**src/design/cpu_isa_pkg.sv**
```systemverilog
// instruction-set widths, field positions, opcode and funct enums
package cpu_isa_pkg;

    localparam int XLEN   = 32;
    localparam int REG_AW = 5;

    localparam logic [XLEN-1:0] RESET_VECTOR = 32'hBFC0_0000;

    localparam int OP_LSB  = 26;
    localparam int RS_LSB  = 21;
    localparam int RT_LSB  = 16;
    localparam int RD_LSB  = 11;
    localparam int IMM_LSB = 0;
    localparam int IMM_W   = 16;

    typedef enum logic [5:0] {
        OP_SPECIAL = 6'h00,
        OP_BEQ     = 6'h04,
        OP_BNE     = 6'h05,
        OP_ADDIU   = 6'h09,
        OP_ORI     = 6'h0d,
        OP_LUI     = 6'h0f,
        OP_LW      = 6'h23,
        OP_SW      = 6'h2b
    } opcode_e;

    typedef enum logic [5:0] {
        FN_ADDU = 6'h21,
        FN_SUBU = 6'h23,
        FN_AND  = 6'h24,
        FN_OR   = 6'h25,
        FN_SLT  = 6'h2a
    } funct_e;

endpackage

```
**src/design/cpu_ctrl_pkg.sv**
```systemverilog
// pipeline control enums and step/enable constants
package cpu_ctrl_pkg;

    typedef enum logic [2:0] {
        ALU_ADD,
        ALU_SUB,
        ALU_AND,
        ALU_OR,
        ALU_SLT,
        ALU_LUI
    } alu_op_e;

    typedef enum logic {SRC_B_REG, SRC_B_IMM} src_b_e;

    typedef enum logic {IMM_SIGN, IMM_ZERO} imm_ext_e;

    typedef enum logic [1:0] {BR_NONE, BR_EQ, BR_NE} branch_e;

    typedef enum logic [1:0] {FWD_REG, FWD_MEM, FWD_WB} fwd_sel_e;

    typedef enum logic {WB_ALU, WB_LOAD} wb_sel_e;

    localparam int PC_STEP = 4;

    localparam logic [3:0] WEN_ALL = 4'b1111;

endpackage

```
**src/design/fetch_unit.sv**
```systemverilog
// PC register, next-PC select and IF/ID register
`timescale 1ns/1ps

module fetch_unit
    import cpu_isa_pkg::*;
    import cpu_ctrl_pkg::*;
(
    input  logic            clk,
    input  logic            rst_n_i,
    input  logic            stall_i,
    input  logic            redirect_i,
    input  logic [XLEN-1:0] target_i,
    input  logic [XLEN-1:0] inst_sram_rdata_i,
    output logic            inst_sram_en_o,
    output logic [XLEN-1:0] inst_sram_addr_o,
    output logic [XLEN-1:0] id_instr_o,
    output logic [XLEN-1:0] id_pc_o
);

    logic [XLEN-1:0] pc_q;
    logic            run_q;     // first cycle out of reset
    logic            fetched_q; // sram output holds a real word

    assign inst_sram_addr_o = redirect_i ? target_i : pc_q + PC_STEP;
    assign inst_sram_en_o   = run_q & ~stall_i;

    always_ff @(posedge clk or negedge rst_n_i) begin
        if (!rst_n_i) begin
            pc_q       <= RESET_VECTOR - PC_STEP;
            run_q      <= 1'b0;
            fetched_q  <= 1'b0;
            id_instr_o <= '0;
            id_pc_o    <= '0;
        end else begin
            run_q     <= 1'b1;
            fetched_q <= fetched_q | run_q;
            if (inst_sram_en_o) pc_q <= inst_sram_addr_o;
            if (!stall_i) begin
                // wrong-path word behind the delay slot is dropped
                id_instr_o <= (redirect_i || !fetched_q) ? '0 : inst_sram_rdata_i;
                id_pc_o    <= pc_q;
            end
        end
    end

endmodule

```
**src/design/insn_decoder.sv**
```systemverilog
// combinational decode of an instruction word into control fields
`timescale 1ns/1ps

module insn_decoder
    import cpu_isa_pkg::*;
    import cpu_ctrl_pkg::*;
(
    input  logic [XLEN-1:0]   instr_i,
    output alu_op_e           alu_op_o,
    output src_b_e            src_b_o,
    output imm_ext_e          imm_ext_o,
    output branch_e           branch_o,
    output wb_sel_e           wb_sel_o,
    output logic              reg_we_o,
    output logic [REG_AW-1:0] dst_o,
    output logic              mem_read_o,
    output logic              mem_write_o,
    output logic              reads_rt_o
);

    opcode_e op;
    funct_e  fn;
    logic    we_raw;

    assign op = opcode_e'(instr_i[OP_LSB +: 6]);
    assign fn = funct_e'(instr_i[5:0]);

    assign dst_o    = (op == OP_SPECIAL) ? instr_i[RD_LSB +: REG_AW] : instr_i[RT_LSB +: REG_AW];
    assign reg_we_o = we_raw && (dst_o != '0); // $0 never written

    always_comb begin
        alu_op_o    = ALU_ADD;
        src_b_o     = SRC_B_IMM;
        imm_ext_o   = IMM_SIGN;
        branch_o    = BR_NONE;
        wb_sel_o    = WB_ALU;
        we_raw      = 1'b0;
        mem_read_o  = 1'b0;
        mem_write_o = 1'b0;
        reads_rt_o  = 1'b0;
        case (op)
            OP_SPECIAL: begin
                src_b_o    = SRC_B_REG;
                reads_rt_o = 1'b1;
                we_raw     = 1'b1;
                case (fn)
                    FN_ADDU: alu_op_o = ALU_ADD;
                    FN_SUBU: alu_op_o = ALU_SUB;
                    FN_AND:  alu_op_o = ALU_AND;
                    FN_OR:   alu_op_o = ALU_OR;
                    FN_SLT:  alu_op_o = ALU_SLT;
                    default: we_raw   = 1'b0; // unknown funct is a nop
                endcase
            end
            OP_ADDIU: we_raw = 1'b1;
            OP_ORI: begin
                alu_op_o  = ALU_OR;
                imm_ext_o = IMM_ZERO;
                we_raw    = 1'b1;
            end
            OP_LUI: begin
                alu_op_o = ALU_LUI;
                we_raw   = 1'b1;
            end
            OP_LW: begin
                wb_sel_o   = WB_LOAD;
                mem_read_o = 1'b1;
                we_raw     = 1'b1;
            end
            OP_SW: begin
                mem_write_o = 1'b1;
                reads_rt_o  = 1'b1;
            end
            OP_BEQ, OP_BNE: begin
                branch_o   = (op == OP_BEQ) ? BR_EQ : BR_NE;
                src_b_o    = SRC_B_REG;
                reads_rt_o = 1'b1;
            end
            default: ;
        endcase
    end

endmodule

```
**src/design/reg_file.sv**
```systemverilog
// 32x32 register file, two async reads with write bypass, one write port
`timescale 1ns/1ps

module reg_file
    import cpu_isa_pkg::*;
(
    input  logic              clk,
    input  logic              rst_n_i,
    input  logic [REG_AW-1:0] ra_i,
    input  logic [REG_AW-1:0] rb_i,
    input  logic              we_i,
    input  logic [REG_AW-1:0] wa_i,
    input  logic [XLEN-1:0]   wd_i,
    output logic [XLEN-1:0]   rd_a_o,
    output logic [XLEN-1:0]   rd_b_o
);

    logic [XLEN-1:0] regs_q [2**REG_AW];

    always_ff @(posedge clk or negedge rst_n_i) begin
        if (!rst_n_i) begin
            for (int i = 0; i < 2**REG_AW; i++) regs_q[i] <= '0;
        end else if (we_i && wa_i != '0) begin
            regs_q[wa_i] <= wd_i;
        end
    end

    // writeback in flight wins over the stored value
    assign rd_a_o = (ra_i == '0) ? '0 : (we_i && wa_i == ra_i) ? wd_i : regs_q[ra_i];
    assign rd_b_o = (rb_i == '0) ? '0 : (we_i && wa_i == rb_i) ? wd_i : regs_q[rb_i];

endmodule

```
**src/design/decode_stage.sv**
```systemverilog
// operand read, immediate extend, load-use detect and ID/EXE register
`timescale 1ns/1ps

module decode_stage
    import cpu_isa_pkg::*;
    import cpu_ctrl_pkg::*;
(
    input  logic              clk,
    input  logic              rst_n_i,
    input  logic [XLEN-1:0]   id_instr_i,
    input  logic [XLEN-1:0]   id_pc_i,
    input  logic              redirect_i,
    input  logic              wb_we_i,
    input  logic [REG_AW-1:0] wb_dst_i,
    input  logic [XLEN-1:0]   wb_data_i,
    output logic              stall_o,
    output alu_op_e           ex_alu_op_o,
    output src_b_e            ex_src_b_o,
    output branch_e           ex_branch_o,
    output wb_sel_e           ex_wb_sel_o,
    output logic              ex_reg_we_o,
    output logic [REG_AW-1:0] ex_dst_o,
    output logic              ex_mem_read_o,
    output logic              ex_mem_write_o,
    output logic [REG_AW-1:0] ex_rs_o,
    output logic [REG_AW-1:0] ex_rt_o,
    output logic [XLEN-1:0]   ex_a_o,
    output logic [XLEN-1:0]   ex_b_o,
    output logic [XLEN-1:0]   ex_imm_o,
    output logic [XLEN-1:0]   ex_pc_o
);

    alu_op_e           alu_op;
    src_b_e            src_b;
    imm_ext_e          imm_ext;
    branch_e           branch;
    wb_sel_e           wb_sel;
    logic              reg_we, mem_read, mem_write, reads_rt, bubble;
    logic [REG_AW-1:0] dst, rs, rt;
    logic [XLEN-1:0]   rd_a, rd_b, imm;
    logic [IMM_W-1:0]  imm16;

    assign rs    = id_instr_i[RS_LSB +: REG_AW];
    assign rt    = id_instr_i[RT_LSB +: REG_AW];
    assign imm16 = id_instr_i[IMM_LSB +: IMM_W];
    assign imm   = (imm_ext == IMM_ZERO) ? {16'b0, imm16} : {{16{imm16[15]}}, imm16};

    insn_decoder u_dec (
        .instr_i(id_instr_i), .alu_op_o(alu_op), .src_b_o(src_b), .imm_ext_o(imm_ext),
        .branch_o(branch), .wb_sel_o(wb_sel), .reg_we_o(reg_we), .dst_o(dst),
        .mem_read_o(mem_read), .mem_write_o(mem_write), .reads_rt_o(reads_rt)
    );

    reg_file u_rf (
        .clk(clk), .rst_n_i(rst_n_i), .ra_i(rs), .rb_i(rt), .we_i(wb_we_i),
        .wa_i(wb_dst_i), .wd_i(wb_data_i), .rd_a_o(rd_a), .rd_b_o(rd_b)
    );

    // load in EXE feeding this instruction
    assign stall_o = ex_mem_read_o && ex_reg_we_o &&
                     (ex_dst_o == rs || (reads_rt && ex_dst_o == rt));
    assign bubble  = stall_o && !redirect_i; // delay slot always advances

    always_ff @(posedge clk or negedge rst_n_i) begin
        if (!rst_n_i) begin
            ex_branch_o    <= BR_NONE;
            ex_reg_we_o    <= 1'b0;
            ex_mem_read_o  <= 1'b0;
            ex_mem_write_o <= 1'b0;
        end else begin
            ex_branch_o    <= bubble ? BR_NONE : branch;
            ex_reg_we_o    <= reg_we && !bubble;
            ex_mem_read_o  <= mem_read && !bubble;
            ex_mem_write_o <= mem_write && !bubble;
        end
    end

    always_ff @(posedge clk) begin
        ex_alu_op_o <= alu_op;
        ex_src_b_o  <= src_b;
        ex_wb_sel_o <= wb_sel;
        ex_dst_o    <= dst;
        ex_rs_o     <= rs;
        ex_rt_o     <= rt;
        ex_a_o      <= rd_a;
        ex_b_o      <= rd_b;
        ex_imm_o    <= imm;
        ex_pc_o     <= id_pc_i;
    end

endmodule

```
**src/design/execute_stage.sv**
```systemverilog
// forwarding muxes, ALU, branch resolve, data SRAM request, EXE/MEM register
`timescale 1ns/1ps

module execute_stage
    import cpu_isa_pkg::*;
    import cpu_ctrl_pkg::*;
(
    input  logic              clk,
    input  logic              rst_n_i,
    input  alu_op_e           ex_alu_op_i,
    input  src_b_e            ex_src_b_i,
    input  branch_e           ex_branch_i,
    input  wb_sel_e           ex_wb_sel_i,
    input  logic              ex_reg_we_i,
    input  logic [REG_AW-1:0] ex_dst_i,
    input  logic              ex_mem_read_i,
    input  logic              ex_mem_write_i,
    input  logic [REG_AW-1:0] ex_rs_i,
    input  logic [REG_AW-1:0] ex_rt_i,
    input  logic [XLEN-1:0]   ex_a_i,
    input  logic [XLEN-1:0]   ex_b_i,
    input  logic [XLEN-1:0]   ex_imm_i,
    input  logic [XLEN-1:0]   ex_pc_i,
    input  logic [XLEN-1:0]   mem_alu_i,
    input  logic [REG_AW-1:0] mem_dst_i,
    input  logic              mem_we_i,
    input  logic [REG_AW-1:0] wb_dst_i,
    input  logic              wb_we_i,
    input  logic [XLEN-1:0]   wb_data_i,
    output logic              redirect_o,
    output logic [XLEN-1:0]   target_o,
    output logic              data_sram_en_o,
    output logic [3:0]        data_sram_wen_o,
    output logic [XLEN-1:0]   data_sram_addr_o,
    output logic [XLEN-1:0]   data_sram_wdata_o,
    output logic [XLEN-1:0]   mem_alu_o,
    output logic [REG_AW-1:0] mem_dst_o,
    output logic              mem_we_o,
    output wb_sel_e           mem_wb_sel_o,
    output logic [XLEN-1:0]   mem_pc_o
);

    fwd_sel_e        fwd_a, fwd_b;
    logic [XLEN-1:0] op_a, op_b, alu_b, alu_y;

    function automatic fwd_sel_e pick(input logic [REG_AW-1:0] src);
        if (mem_we_i && mem_dst_i == src) return FWD_MEM; // younger result first
        if (wb_we_i && wb_dst_i == src) return FWD_WB;
        return FWD_REG;
    endfunction

    assign fwd_a = pick(ex_rs_i);
    assign fwd_b = pick(ex_rt_i);

    assign op_a  = (fwd_a == FWD_MEM) ? mem_alu_i : (fwd_a == FWD_WB) ? wb_data_i : ex_a_i;
    assign op_b  = (fwd_b == FWD_MEM) ? mem_alu_i : (fwd_b == FWD_WB) ? wb_data_i : ex_b_i;
    assign alu_b = (ex_src_b_i == SRC_B_IMM) ? ex_imm_i : op_b;

    always_comb begin
        case (ex_alu_op_i)
            ALU_SUB: alu_y = op_a - alu_b;
            ALU_AND: alu_y = op_a & alu_b;
            ALU_OR:  alu_y = op_a | alu_b;
            ALU_SLT: alu_y = {31'b0, $signed(op_a) < $signed(alu_b)};
            ALU_LUI: alu_y = {alu_b[15:0], 16'b0};
            default: alu_y = op_a + alu_b;
        endcase
    end

    assign redirect_o = (ex_branch_i == BR_EQ && op_a == op_b) ||
                        (ex_branch_i == BR_NE && op_a != op_b);
    assign target_o   = ex_pc_i + PC_STEP + {ex_imm_i[XLEN-3:0], 2'b00}; // from delay slot

    assign data_sram_en_o    = ex_mem_read_i | ex_mem_write_i;
    assign data_sram_wen_o   = ex_mem_write_i ? WEN_ALL : 4'b0000;
    assign data_sram_addr_o  = alu_y;
    assign data_sram_wdata_o = op_b;

    always_ff @(posedge clk or negedge rst_n_i) begin
        if (!rst_n_i) mem_we_o <= 1'b0;
        else          mem_we_o <= ex_reg_we_i;
    end

    always_ff @(posedge clk) begin
        mem_alu_o    <= alu_y;
        mem_dst_o    <= ex_dst_i;
        mem_wb_sel_o <= ex_wb_sel_i;
        mem_pc_o     <= ex_pc_i;
    end

endmodule

```
**src/design/mem_wb_stage.sv**
```systemverilog
// MEM/WB register, writeback select and debug trace
`timescale 1ns/1ps

module mem_wb_stage
    import cpu_isa_pkg::*;
    import cpu_ctrl_pkg::*;
(
    input  logic              clk,
    input  logic              rst_n_i,
    input  logic [XLEN-1:0]   mem_alu_i,
    input  logic [REG_AW-1:0] mem_dst_i,
    input  logic              mem_we_i,
    input  wb_sel_e           mem_wb_sel_i,
    input  logic [XLEN-1:0]   mem_pc_i,
    input  logic [XLEN-1:0]   data_sram_rdata_i,
    output logic              wb_we_o,
    output logic [REG_AW-1:0] wb_dst_o,
    output logic [XLEN-1:0]   wb_data_o,
    output logic [XLEN-1:0]   debug_wb_pc_o,
    output logic [3:0]        debug_wb_rf_wen_o,
    output logic [REG_AW-1:0] debug_wb_rf_wnum_o,
    output logic [XLEN-1:0]   debug_wb_rf_wdata_o
);

    always_ff @(posedge clk or negedge rst_n_i) begin
        if (!rst_n_i) wb_we_o <= 1'b0;
        else          wb_we_o <= mem_we_i;
    end

    always_ff @(posedge clk) begin
        wb_data_o     <= (mem_wb_sel_i == WB_LOAD) ? data_sram_rdata_i : mem_alu_i;
        wb_dst_o      <= mem_dst_i;
        debug_wb_pc_o <= mem_pc_i;
    end

    assign debug_wb_rf_wen_o   = wb_we_o ? WEN_ALL : 4'b0000;
    assign debug_wb_rf_wnum_o  = wb_dst_o;
    assign debug_wb_rf_wdata_o = wb_data_o;

endmodule

```
**src/design/mycpu_top.sv**
```systemverilog
// core top level connecting the pipeline stages to SRAM and trace ports
`timescale 1ns/1ps

module mycpu_top
    import cpu_isa_pkg::*;
    import cpu_ctrl_pkg::*;
(
    input  logic              clk,
    input  logic              rst_n_i,
    input  logic [XLEN-1:0]   inst_sram_rdata_i,
    input  logic [XLEN-1:0]   data_sram_rdata_i,
    output logic              inst_sram_en_o,
    output logic [XLEN-1:0]   inst_sram_addr_o,
    output logic              data_sram_en_o,
    output logic [3:0]        data_sram_wen_o,
    output logic [XLEN-1:0]   data_sram_addr_o,
    output logic [XLEN-1:0]   data_sram_wdata_o,
    output logic [XLEN-1:0]   debug_wb_pc_o,
    output logic [3:0]        debug_wb_rf_wen_o,
    output logic [REG_AW-1:0] debug_wb_rf_wnum_o,
    output logic [XLEN-1:0]   debug_wb_rf_wdata_o
);

    logic              stall, redirect, ex_reg_we, ex_mem_read, ex_mem_write;
    logic              mem_we, wb_we;
    logic [XLEN-1:0]   target, id_instr, id_pc, ex_a, ex_b, ex_imm, ex_pc;
    logic [XLEN-1:0]   mem_alu, mem_pc, wb_data;
    logic [REG_AW-1:0] ex_dst, ex_rs, ex_rt, mem_dst, wb_dst;
    alu_op_e           ex_alu_op;
    src_b_e            ex_src_b;
    branch_e           ex_branch;
    wb_sel_e           ex_wb_sel, mem_wb_sel;

    fetch_unit u_fetch (
        .clk(clk), .rst_n_i(rst_n_i), .stall_i(stall), .redirect_i(redirect),
        .target_i(target), .inst_sram_rdata_i(inst_sram_rdata_i),
        .inst_sram_en_o(inst_sram_en_o), .inst_sram_addr_o(inst_sram_addr_o),
        .id_instr_o(id_instr), .id_pc_o(id_pc)
    );

    decode_stage u_decode (
        .clk(clk), .rst_n_i(rst_n_i), .id_instr_i(id_instr), .id_pc_i(id_pc),
        .redirect_i(redirect), .wb_we_i(wb_we), .wb_dst_i(wb_dst), .wb_data_i(wb_data),
        .stall_o(stall), .ex_alu_op_o(ex_alu_op), .ex_src_b_o(ex_src_b),
        .ex_branch_o(ex_branch), .ex_wb_sel_o(ex_wb_sel), .ex_reg_we_o(ex_reg_we),
        .ex_dst_o(ex_dst), .ex_mem_read_o(ex_mem_read), .ex_mem_write_o(ex_mem_write),
        .ex_rs_o(ex_rs), .ex_rt_o(ex_rt), .ex_a_o(ex_a), .ex_b_o(ex_b),
        .ex_imm_o(ex_imm), .ex_pc_o(ex_pc)
    );

    execute_stage u_execute (
        .clk(clk), .rst_n_i(rst_n_i), .ex_alu_op_i(ex_alu_op), .ex_src_b_i(ex_src_b),
        .ex_branch_i(ex_branch), .ex_wb_sel_i(ex_wb_sel), .ex_reg_we_i(ex_reg_we),
        .ex_dst_i(ex_dst), .ex_mem_read_i(ex_mem_read), .ex_mem_write_i(ex_mem_write),
        .ex_rs_i(ex_rs), .ex_rt_i(ex_rt), .ex_a_i(ex_a), .ex_b_i(ex_b),
        .ex_imm_i(ex_imm), .ex_pc_i(ex_pc), .mem_alu_i(mem_alu), .mem_dst_i(mem_dst),
        .mem_we_i(mem_we), .wb_dst_i(wb_dst), .wb_we_i(wb_we), .wb_data_i(wb_data),
        .redirect_o(redirect), .target_o(target), .data_sram_en_o(data_sram_en_o),
        .data_sram_wen_o(data_sram_wen_o), .data_sram_addr_o(data_sram_addr_o),
        .data_sram_wdata_o(data_sram_wdata_o), .mem_alu_o(mem_alu), .mem_dst_o(mem_dst),
        .mem_we_o(mem_we), .mem_wb_sel_o(mem_wb_sel), .mem_pc_o(mem_pc)
    );

    mem_wb_stage u_mem_wb (
        .clk(clk), .rst_n_i(rst_n_i), .mem_alu_i(mem_alu), .mem_dst_i(mem_dst),
        .mem_we_i(mem_we), .mem_wb_sel_i(mem_wb_sel), .mem_pc_i(mem_pc),
        .data_sram_rdata_i(data_sram_rdata_i), .wb_we_o(wb_we), .wb_dst_o(wb_dst),
        .wb_data_o(wb_data), .debug_wb_pc_o(debug_wb_pc_o),
        .debug_wb_rf_wen_o(debug_wb_rf_wen_o), .debug_wb_rf_wnum_o(debug_wb_rf_wnum_o),
        .debug_wb_rf_wdata_o(debug_wb_rf_wdata_o)
    );

endmodule

```
**config.mk**
```make
export PLATFORM = sky130hd
export DESIGN_NAME = mycpu_top
export DESIGN_NICKNAME = d
export VERILOG_FILES = /design/src/design/cpu_isa_pkg.sv /design/src/design/cpu_ctrl_pkg.sv /design/src/design/fetch_unit.sv /design/src/design/insn_decoder.sv /design/src/design/reg_file.sv /design/src/design/decode_stage.sv /design/src/design/execute_stage.sv /design/src/design/mem_wb_stage.sv /design/src/design/mycpu_top.sv
export SDC_FILE = /design/constraint.sdc
export NUM_CORES = 2
export LEC_CHECK = 0
export BUFFER_PORTS_ARGS = -buffer_cell sky130_fd_sc_hd__buf_2
export CAP_MARGIN = 20
export CORE_UTILIZATION = 25
export CTS_BUF_LIST = sky130_fd_sc_hd__clkbuf_4 sky130_fd_sc_hd__clkbuf_8
export CTS_CLUSTER_DIAMETER = 30
export DETAILED_ROUTE_END_ITERATION = 8
export GPL_TIMING_DRIVEN = 0
export SLEW_MARGIN = 5
export SYNTH_ARGS = -nofsm -noshare
export SYNTH_HDL_FRONTEND = slang
export SYNTH_HIERARCHICAL = 1
export SYNTH_SLANG_ARGS = --single-unit
```
**constraint.sdc**
```tcl
create_clock -name clk -period 6 [get_ports clk]
set_input_delay 0.3 -clock clk [delete_from_list [all_inputs] [get_ports clk]]
set_output_delay 0.3 -clock clk [all_outputs]
set_load 0.05 [all_outputs]
```
After elaboration in Yosys (flattened, before gate mapping)
Cells that the tools add are included.
- memories: 0
- RAM bits: 0
- latch bits: 0
- logic and storage cells: 196
- ROM bits: 0
- input bits: 66
- register bits: 1401
- output and inout port bits: 175
- order comparisons: 5
- mux-type cells: 49
- div/mod/pow operators: 0
- $mul: 0
- add/subtract/negate cells: 5
- equality and inequality tests: 33
- shift operators: 0
- bitwise gates (word level): 9
- reduce and logical (&&, ||, !) cells: 34
- operators with widths (operator ; count):
    $bwmux W1024 ; 1
    $mux W32 ; 15
    $bmux W32 S5 ; 2
    $demux W32 S5 ; 1
    $pmux W32 S5 ; 1
    $add A32 B3 Y32 const B ; 2
    $add A32 B32 Y32 ; 2
    $eq A6 B6 Y1 const B ; 7
    $eq A5 B5 Y1 ; 8
    $and A32 B32 Y32 ; 1
    $eq A32 B32 Y1 ; 1
    $lt A32 B32 Y1 ; 1
    $ne A32 B32 Y1 ; 1
    $or A32 B32 Y32 ; 1
    $sub A32 B32 Y32 ; 1
    $mux W2 ; 11
    $eq A6 B4 Y1 const B ; 3
    $ge A6 B6 Y1 const B ; 3
    $logic_and A1 B1 Y1 ; 18
    $not A5 Y6 ; 3
    $eq A6 B3 Y1 const B ; 2
    $mux W1 ; 12
    $pmux W3 S4 ; 1
    $logic_not A5 Y1 ; 2
    21 further kinds ; 35

Depth between registers and ports, before layout
- depth in word-level cells: 16
- gate-level depth with buffers: 21

Cells and area by module
The synthesis kept the hierarchy.
- modules (own cells, without submodules) (module ; times used ; cells an instance ; area an instance (um^2)):
    reg_file ; 1 ; 3821 ; 55110.4
    execute_stage ; 1 ; 1543 ; 11028.1
    fetch_unit ; 1 ; 528 ; 5163.7
    decode_stage ; 1 ; 179 ; 3088.0
    mem_wb_stage ; 1 ; 147 ; 2258.4
    insn_decoder ; 1 ; 45 ; 305.3

Least setup slack after synthesis
OpenSTA, ideal clock, no wires.
- path type: register to output
- start point: register u_mem_wb.wb_dst_o[0], in the netlist u_mem_wb/debug_wb_rf_wnum_o[0]
- end point: output data_sram_addr_o[0]
- data required time: 5700 ps
- stages on the path, launching flop included: 22
- arrival time: 6883 ps
- slack: -1183 ps
- cell sequence: dfxtp_1 > buf_4 > xnor2_1 > and4_1 > buf_4 > clkbuf_1 > nand4_1 > a31oi_1 > mux2i_1 > inv_1 > ha_1 > inv_1 > fa_1 > nor2b_1 > o221ai_1 > a21oi_1 > o41ai_2 > o31ai_1 > a211oi_1 > o21a_1 > nor4_1 > o41ai_1
- cells in the longest elaborated chain, start to end: 12
- elaborated cells on any way between the ends: 29
- ends and longest elaborated chain (item ; RTL line ; RTL):
    from (decl) ; mem_wb_stage.sv:17 ; output logic [REG_AW-1:0] wb_dst_o,
    from (signal assigned) ; mem_wb_stage.sv:32 ; wb_dst_o <= mem_dst_i;
    $eq A5 B5 Y1 (*) ; execute_stage.sv:48 ; if (wb_we_i && wb_dst_i == src) return FWD_WB;
    $logic_and A1 B1 Y1 (*) ; execute_stage.sv:48 ;
    $mux W1 (2 in a row) ; execute_stage.sv:48 ;
    $mux W2 (*) ; execute_stage.sv:49 ; return FWD_REG;
    $mux W2 (*) ; execute_stage.sv:48 ;
    $eq A2 B2 Y1 ; execute_stage.sv:56 ; assign op_b = (fwd_b == FWD_MEM) ? mem_alu_i : (fwd_b == FWD_WB) ? wb_data_i : ex_b_i;
    $mux W32 ; execute_stage.sv:56 ;
    $mux W32 (*) ; execute_stage.sv:56 ;
    net data_sram_wdata_o[0] ; mycpu_top.sv:17 ; output logic [XLEN-1:0] data_sram_wdata_o,
    $mux W32 (*) ; execute_stage.sv:57 ; assign alu_b = (ex_src_b_i == SRC_B_IMM) ? ex_imm_i : op_b;
    $add A32 B32 Y32 (tied with other cells) ; execute_stage.sv:66 ; default: alu_y = op_a + alu_b;
    $pmux W32 S5 (*) ; execute_stage.sv:60 ; case (ex_alu_op_i)
    to (decl) ; mycpu_top.sv:16 ; output logic [XLEN-1:0] data_sram_addr_o,
The timed path passes the listed nets; every way through them passes the cells marked *. The select of a mux whose other input is x is not followed.

Worst setup path after layout
- start point: register u_execute.mem_dst_o[3]
- end point: output inst_sram_addr_o[29]
- cells in the longest elaborated chain, start to end: 11
- elaborated cells on any way between the ends: 22
- ends and longest elaborated chain (item ; RTL line ; RTL):
    from (decl) ; execute_stage.sv:37 ; output logic [REG_AW-1:0] mem_dst_o,
    from (signal assigned) ; execute_stage.sv:86 ; mem_dst_o <= ex_dst_i;
    $eq A5 B5 Y1 ; execute_stage.sv:47 ; if (mem_we_i && mem_dst_i == src) return FWD_MEM;
    $logic_and A1 B1 Y1 ; execute_stage.sv:47 ;
    $mux W1 ; execute_stage.sv:47 ;
    $mux W2 ; execute_stage.sv:48 ;
    $eq A2 B2 Y1 (on tied branches) ; execute_stage.sv:55, execute_stage.sv:56 ;
    $mux W32 (on tied branches) (2 in a row) ; execute_stage.sv:55, execute_stage.sv:56 ;
    $eq A32 B32 Y1 or $ne A32 B32 Y1 (tied branches) ; execute_stage.sv:70, execute_stage.sv:71 ;
    $logic_and A1 B1 Y1 (on tied branches) ; execute_stage.sv:70, execute_stage.sv:71 ;
    $logic_or A1 B1 Y1 (*) ; execute_stage.sv:70 ; assign redirect_o = (ex_branch_i == BR_EQ && op_a == op_b) ||
    net redirect ; mycpu_top.sv:24 ; logic stall, redirect, ex_reg_we, ex_mem_read, ex_mem_write;
    $mux W32 (*) ; fetch_unit.sv:24 ; assign inst_sram_addr_o = redirect_i ? target_i : pc_q + PC_STEP;
    to (decl) ; mycpu_top.sv:13 ; output logic [XLEN-1:0] inst_sram_addr_o,
The timed path passes the listed nets; every way through them passes the cells marked *.

==> qor.log <==
qor: outcome.outcome finished with violations
qor: outcome.failed_checks setup timing
qor: grt.first_global_vias 63340
qor: synth.asyncSetResetFlopFracSynth 80.59%
qor: cells_and_area.design.final.nets 7310
qor: critical_path.cp.required 5.70 ns
qor: power.net_switching_power 10.50 mW
qor: power.p_leak 42.42 nW
qor: cells_and_area.layout.core_utilization 31.54%
qor: synth.yosysSeqAreaShare 43.83%
qor: cells_and_area.final_cell_area 96540 µm²
qor: sta.rsz0062_at_grt yes
qor: clock_network.cts.clk_slew.worst_paths 0.06 ns
qor: route.postRouteAntennaNets 0
qor: placement.place.detailed.instances 10650
qor: sta.setup_viol_count_final 44
qor: worst_hold_path.hold_start inst_sram_rdata_i[10]
qor: worst_hold_path.min_path_type input port to flip-flop
qor: cells_and_area.num-fill-cells 30760
qor: floorplanning.die_w 556.8 µm
qor: sta.finalCriticalPeriod 6.285 ns
qor: sta.fmaxAchievable 159.1 MHz
qor: power.power.share.sequential 34.9%
qor: grt.antenna_found_initial 29
qor: floorplanning.io_pins 241
qor: clock_network.clock_tree.htree_level_count 5
qor: critical_path.cp-start-kind flip-flop
qor: power.powerDensity 325.2 nW/µm²
qor: synth.netlist_area 76950 µm²
qor: cells_and_area.post_layout_nonfiller_instances 11460
qor: route.via_count 64920
qor: route.detail_route.drc_violations 0
qor: route.dr_vias_cell 5.666
qor: placement.buffer_ports.inserted 240
qor: synth.ff_latch_count_synth 1401
qor: floorplanning.starting_density 25.14%
qor: critical_path.reg_to_reg_setup_timing_slack 0.97 ns
qor: clock_network.cts_bufs_inserted 339
qor: power.clkPwrFrac 42.6%
qor: cells_and_area.areaGrowthSynthToFinish 25.45%
qor: clock_network.clkLatencyLatePin 1.10 ns
qor: floorplanning.placement_rows 203
qor: floorplanning.die_height 556.8 µm
qor: placement.dpl.hpwl 290600 µm
qor: critical_path.startpoint u_execute/mem_dst_o[3]
qor: placement.dpl-instance-area 84210 µm²
qor: sta.least_margin_pin_slew 1.347 ns
qor: critical_path.ff2ff_path_depth 15
qor: critical_path.critPathCaptureType output port
qor: placement.globalplace.congestion 1.026
qor: grt.gr-total-overflow 0
qor: sta.final.period_utilization 104.7%
qor: power.cell_internal_pwr 20.89 mW
qor: placement.post-place-ws -0.9650 ns
qor: synth.synth.net_count 6487
qor: power.power.share.switching 33.45%
qor: synth.warning_count_from_the_yosys_run 6
qor: clock_network.root_buffer sky130_fd_sc_hd__clkbuf_8
qor: floorplanning.core-area 306100 µm²
qor: synth.synth_enable_flop_cells 0
qor: route.drt-wirelength-per-cell 34.58 µm
qor: sta.worst_clock_skew 0.1114 ns
qor: route.firstDrtPassIters 6
qor: worst_hold_path.worstHoldEndpoint u_fetch/id_instr_o[10]
qor: power.vdd_drop_max 0.0002457 V
qor: sta.setup_ws_post_layout -0.2847 ns
qor: critical_path.reg2reg_to u_fetch/id_instr_o[1]
qor: route.totalWireLength 396300 µm
qor: route.drt_first_iter_violations 8934
qor: clock_network.cts-root-to-sink-buffers 4
qor: critical_path.timing_worst_setup_path_type flip-flop to output port
qor: power.comb_power_share 22.5%
qor: cells_and_area.seq_area 33750 µm²
qor: cells_and_area.multiInputGateArea 41520 µm²
qor: critical_path.arrival 5.98 ns
qor: grt.grt_usage 24.71%
qor: sta.number_of_pins_with_negative_max_slew_slack_in_the_final_report 0
qor: grt.grt_first_pass_wirelength 527600 µm
qor: synth.synth.distinct_cells 115
qor: synth.synth_flop_cell sky130_fd_sc_hd__dfrtp_1
qor: critical_path.regToRegStartpoint u_execute/mem_dst_o[3]
qor: sta.final_hold_viol_count 0
qor: sta.slew-limit-headroom 10.22%
qor: grt.grt_max_degree 160
qor: critical_path.crit_fanout 10
qor: clock_network.tritoncts_num_sinks 1401
qor: synth.post_synth.cell_area_avg 12.29 µm²
qor: cells_and_area.layout_cells_sized_above_1 43.10%
qor: floorplanning.die-area 310000 µm²
qor: clock_network.tritoncts yes
qor: run.cap_viol_max_count 0
qor: worst_hold_path.timing.hold.worst_path_depth 3
qor: synth.netlist_instances 6263
synthesized netlist by cell type (all sizes together), types with 17 or more instances:
cell type / count / area [µm²]
nor4: 24 / 216.5
nand4: 105 / 675.7
a22oi: 189 / 1419
o21ai: 175 / 875.8
o2111ai: 17 / 148.9
mux4: 397 / 8941
o22a: 25 / 219.0
a31oi: 91 / 621.8
clkbuf: 318 / 1195
nor3: 83 / 425.4
buf: 321 / 2162
xnor2: 90 / 795.8
dfrtp: 1101 / 27550
o211ai: 22 / 165.2
ha: 155 / 1939
dfstp: 28 / 735.7
mux2i: 284 / 2843
mux2: 1070 / 12160
or2: 21 / 131.4
and3: 24 / 153.9
nand3: 85 / 437.9
nor2b: 32 / 200.2
nor2: 204 / 768.2
a221oi: 29 / 260.3
o22ai: 51 / 325.3
inv: 135 / 506.7
a21oi: 208 / 1041
a22o: 36 / 315.3
nand2b: 28 / 175.2
dfxtp: 272 / 5445
a211oi: 31 / 232.7
o31ai: 35 / 291.5
nand2: 299 / 1125
a21o: 24 / 180.2
power by group through the flow:
stage | Combinational (mW) | Sequential [mW] | Clock [mW]
final | 7.06 | 10.9 | 13.4
after global routing | 7.19 | 11.0 | 14.0
after CTS | 6.67 | 10.9 | 13.5
after detailed placement | 6.29 | 11.1 | 0
after global placement | 6.16 | 11.0 | 0
after floorplan | 3.47 | 11.0 | 0
registers in the layout, summed over array words and instances, names as in the netlist, 17 cells and up:
register / count
u_decode/u_rf/regs_q: 1024
u_decode/ex_a_o: 32
u_decode/ex_b_o: 32
u_decode/ex_pc_o: 32
u_execute/mem_alu_o: 32
u_execute/mem_pc_o: 32
u_fetch/id_instr_o: 32
u_fetch/id_pc_o: 32
u_fetch/pc_q: 32
u_mem_wb/debug_wb_pc_o: 32
u_mem_wb/debug_wb_rf_wdata_o: 32
u_decode/ex_imm_o: 17
kinds of logic (layout without fill, tap and decap cells):
group,Yosys count,in the layout,synth area share [%]
buf+inv,776,1859,5.031
simple gates,971,971,6.294
mux,1751,1751,31.12
flops,1401,1401,43.83
xor+xnor,105,105,1.205
other cells,1,13,0.004873
compound gates,1100,1100,9.916
fa+ha+maj,158,158,2.598
layout by cell type, fill, tap and decap left out, types with 28 or more instances in the layout:
cell type | netlist | layout
sky130_fd_sc_hd__buf_8 | 5 | 36
sky130_fd_sc_hd__nand3_1 | 84 | 84
sky130_fd_sc_hd__buf_4 | 106 | 230
sky130_fd_sc_hd__bufinv_16 | 0 | 47
sky130_fd_sc_hd__nor2b_1 | 32 | 28
sky130_fd_sc_hd__o22ai_1 | 50 | 48
sky130_fd_sc_hd__nand2_1 | 298 | 289
sky130_fd_sc_hd__mux2_2 | 1040 | 1034
sky130_fd_sc_hd__clkinv_2 | 0 | 46
sky130_fd_sc_hd__nand4_1 | 102 | 102
sky130_fd_sc_hd__nor2_1 | 203 | 191
sky130_fd_sc_hd__a21oi_1 | 208 | 188
sky130_fd_sc_hd__mux2i_1 | 284 | 274
sky130_fd_sc_hd__nor3_1 | 81 | 70
sky130_fd_sc_hd__xnor2_1 | 89 | 81
sky130_fd_sc_hd__a22oi_1 | 189 | 186
sky130_fd_sc_hd__mux2_4 | 30 | 36
sky130_fd_sc_hd__clkbuf_4 | 0 | 65
sky130_fd_sc_hd__clkbuf_1 | 317 | 246
sky130_fd_sc_hd__ha_1 | 155 | 130
sky130_fd_sc_hd__o21ai_0 | 168 | 139
sky130_fd_sc_hd__dfxtp_1 | 272 | 266
sky130_fd_sc_hd__dfrtp_1 | 1101 | 1100
sky130_fd_sc_hd__a22o_1 | 36 | 35
sky130_fd_sc_hd__inv_1 | 129 | 115
sky130_fd_sc_hd__dfstp_2 | 28 | 28
sky130_fd_sc_hd__nand2b_1 | 28 | 28
sky130_fd_sc_hd__clkinvlp_4 | 0 | 43
sky130_fd_sc_hd__buf_6 | 32 | 63
sky130_fd_sc_hd__a31oi_1 | 84 | 36
sky130_fd_sc_hd__dlygate4sd3_1 | 0 | 85
sky130_fd_sc_hd__buf_1 | 64 | 58
sky130_fd_sc_hd__clkbuf_8 | 0 | 398
sky130_fd_sc_hd__buf_2 | 106 | 312
sky130_fd_sc_hd__clkbuf_2 | 1 | 40
sky130_fd_sc_hd__a31oi_4 | 1 | 39
sky130_fd_sc_hd__mux4_2 | 397 | 397
per-layer routing:
layer  share of wire [%]  global-route usage, %  up-vias
li1                    -                      -    25350
met1                  37                  30.08    33490
met2                  41                  35.19     4777
met3                  12                  8.741     1292
met4                 9.2                  19.71       20
met5               0.036                      0        -
what timing repair did:
item	CTS	global route
buffers inserted	78	41
cloned	1	0
pin swaps	72	83
hold buffers	86	0
resized for setup	390	189
endpoints found under the setup margin	141	57
endpoints found under the hold margin	217	0
stage by stage:
| stage | power (mW) | setup TNS, ns | hold slack [ns] |
|---|---|---|---|
| 2_1_floorplan | 14.44 | 0 | 0.004409 |
| 3_3_place_gp | 17.18 | - | 0.3116 |
| 3_5_place_dp | 17.34 | -47.05 | 0.1610 |
| 4_1_cts | 31.05 | -2.200 | 0.001896 |
| 5_1_grt | 32.17 | -8.202 | 0.03152 |
| 6_report | 31.40 | -6.255 | 0.07040 |
final cells by class:
cell class / instances / area share (%)
clock buffer: 445 / 6.014
timing repair buffer: 493 / 4.243
multi-input combinational: 4086 / 43.01
antenna: 12 / 0.03111
buffer: 628 / 3.672
clock inverter: 156 / 2.220
inverter: 137 / 0.5443
sequential: 1401 / 34.96
tap: 4100 / 5.314
critical path, cell delays in order (launching register included):
cell and delay (ns):
sky130_fd_sc_hd__dfxtp_4 0.37, sky130_fd_sc_hd__xnor2_4 0.19, sky130_fd_sc_hd__nand4_4 0.24, sky130_fd_sc_hd__or2_4 0.36
sky130_fd_sc_hd__buf_12 0.16, sky130_fd_sc_hd__buf_12 0.14, sky130_fd_sc_hd__a31oi_1 0.69, sky130_fd_sc_hd__xnor2_1 0.14
sky130_fd_sc_hd__nor2_1 0.24, sky130_fd_sc_hd__nand4_1 0.20, sky130_fd_sc_hd__nor4_4 0.55, sky130_fd_sc_hd__mux2i_2 0.32
sky130_fd_sc_hd__clkbuf_8 0.23, sky130_fd_sc_hd__clkbuf_4 0.24, sky130_fd_sc_hd__clkbuf_8 0.21, sky130_fd_sc_hd__nor2_1 0.05
sky130_fd_sc_hd__a221o_1 0.33, sky130_fd_sc_hd__buf_2 0.22
worst max-delay path by stage:
stage	cells past startpoint	end
6_report	17	inst_sram_addr_o[29]
5_1_grt	21	data_sram_addr_o[28]
4_1_cts	23	data_sram_addr_o[30]
3_5_place_dp	16	inst_sram_addr_o[13]
3_3_place_gp	1	u_decode/u_rf/regs_q[776]
2_1_floorplan	17	data_sram_addr_o[23]
Note: power is estimated with default switching activity, not from simulation.
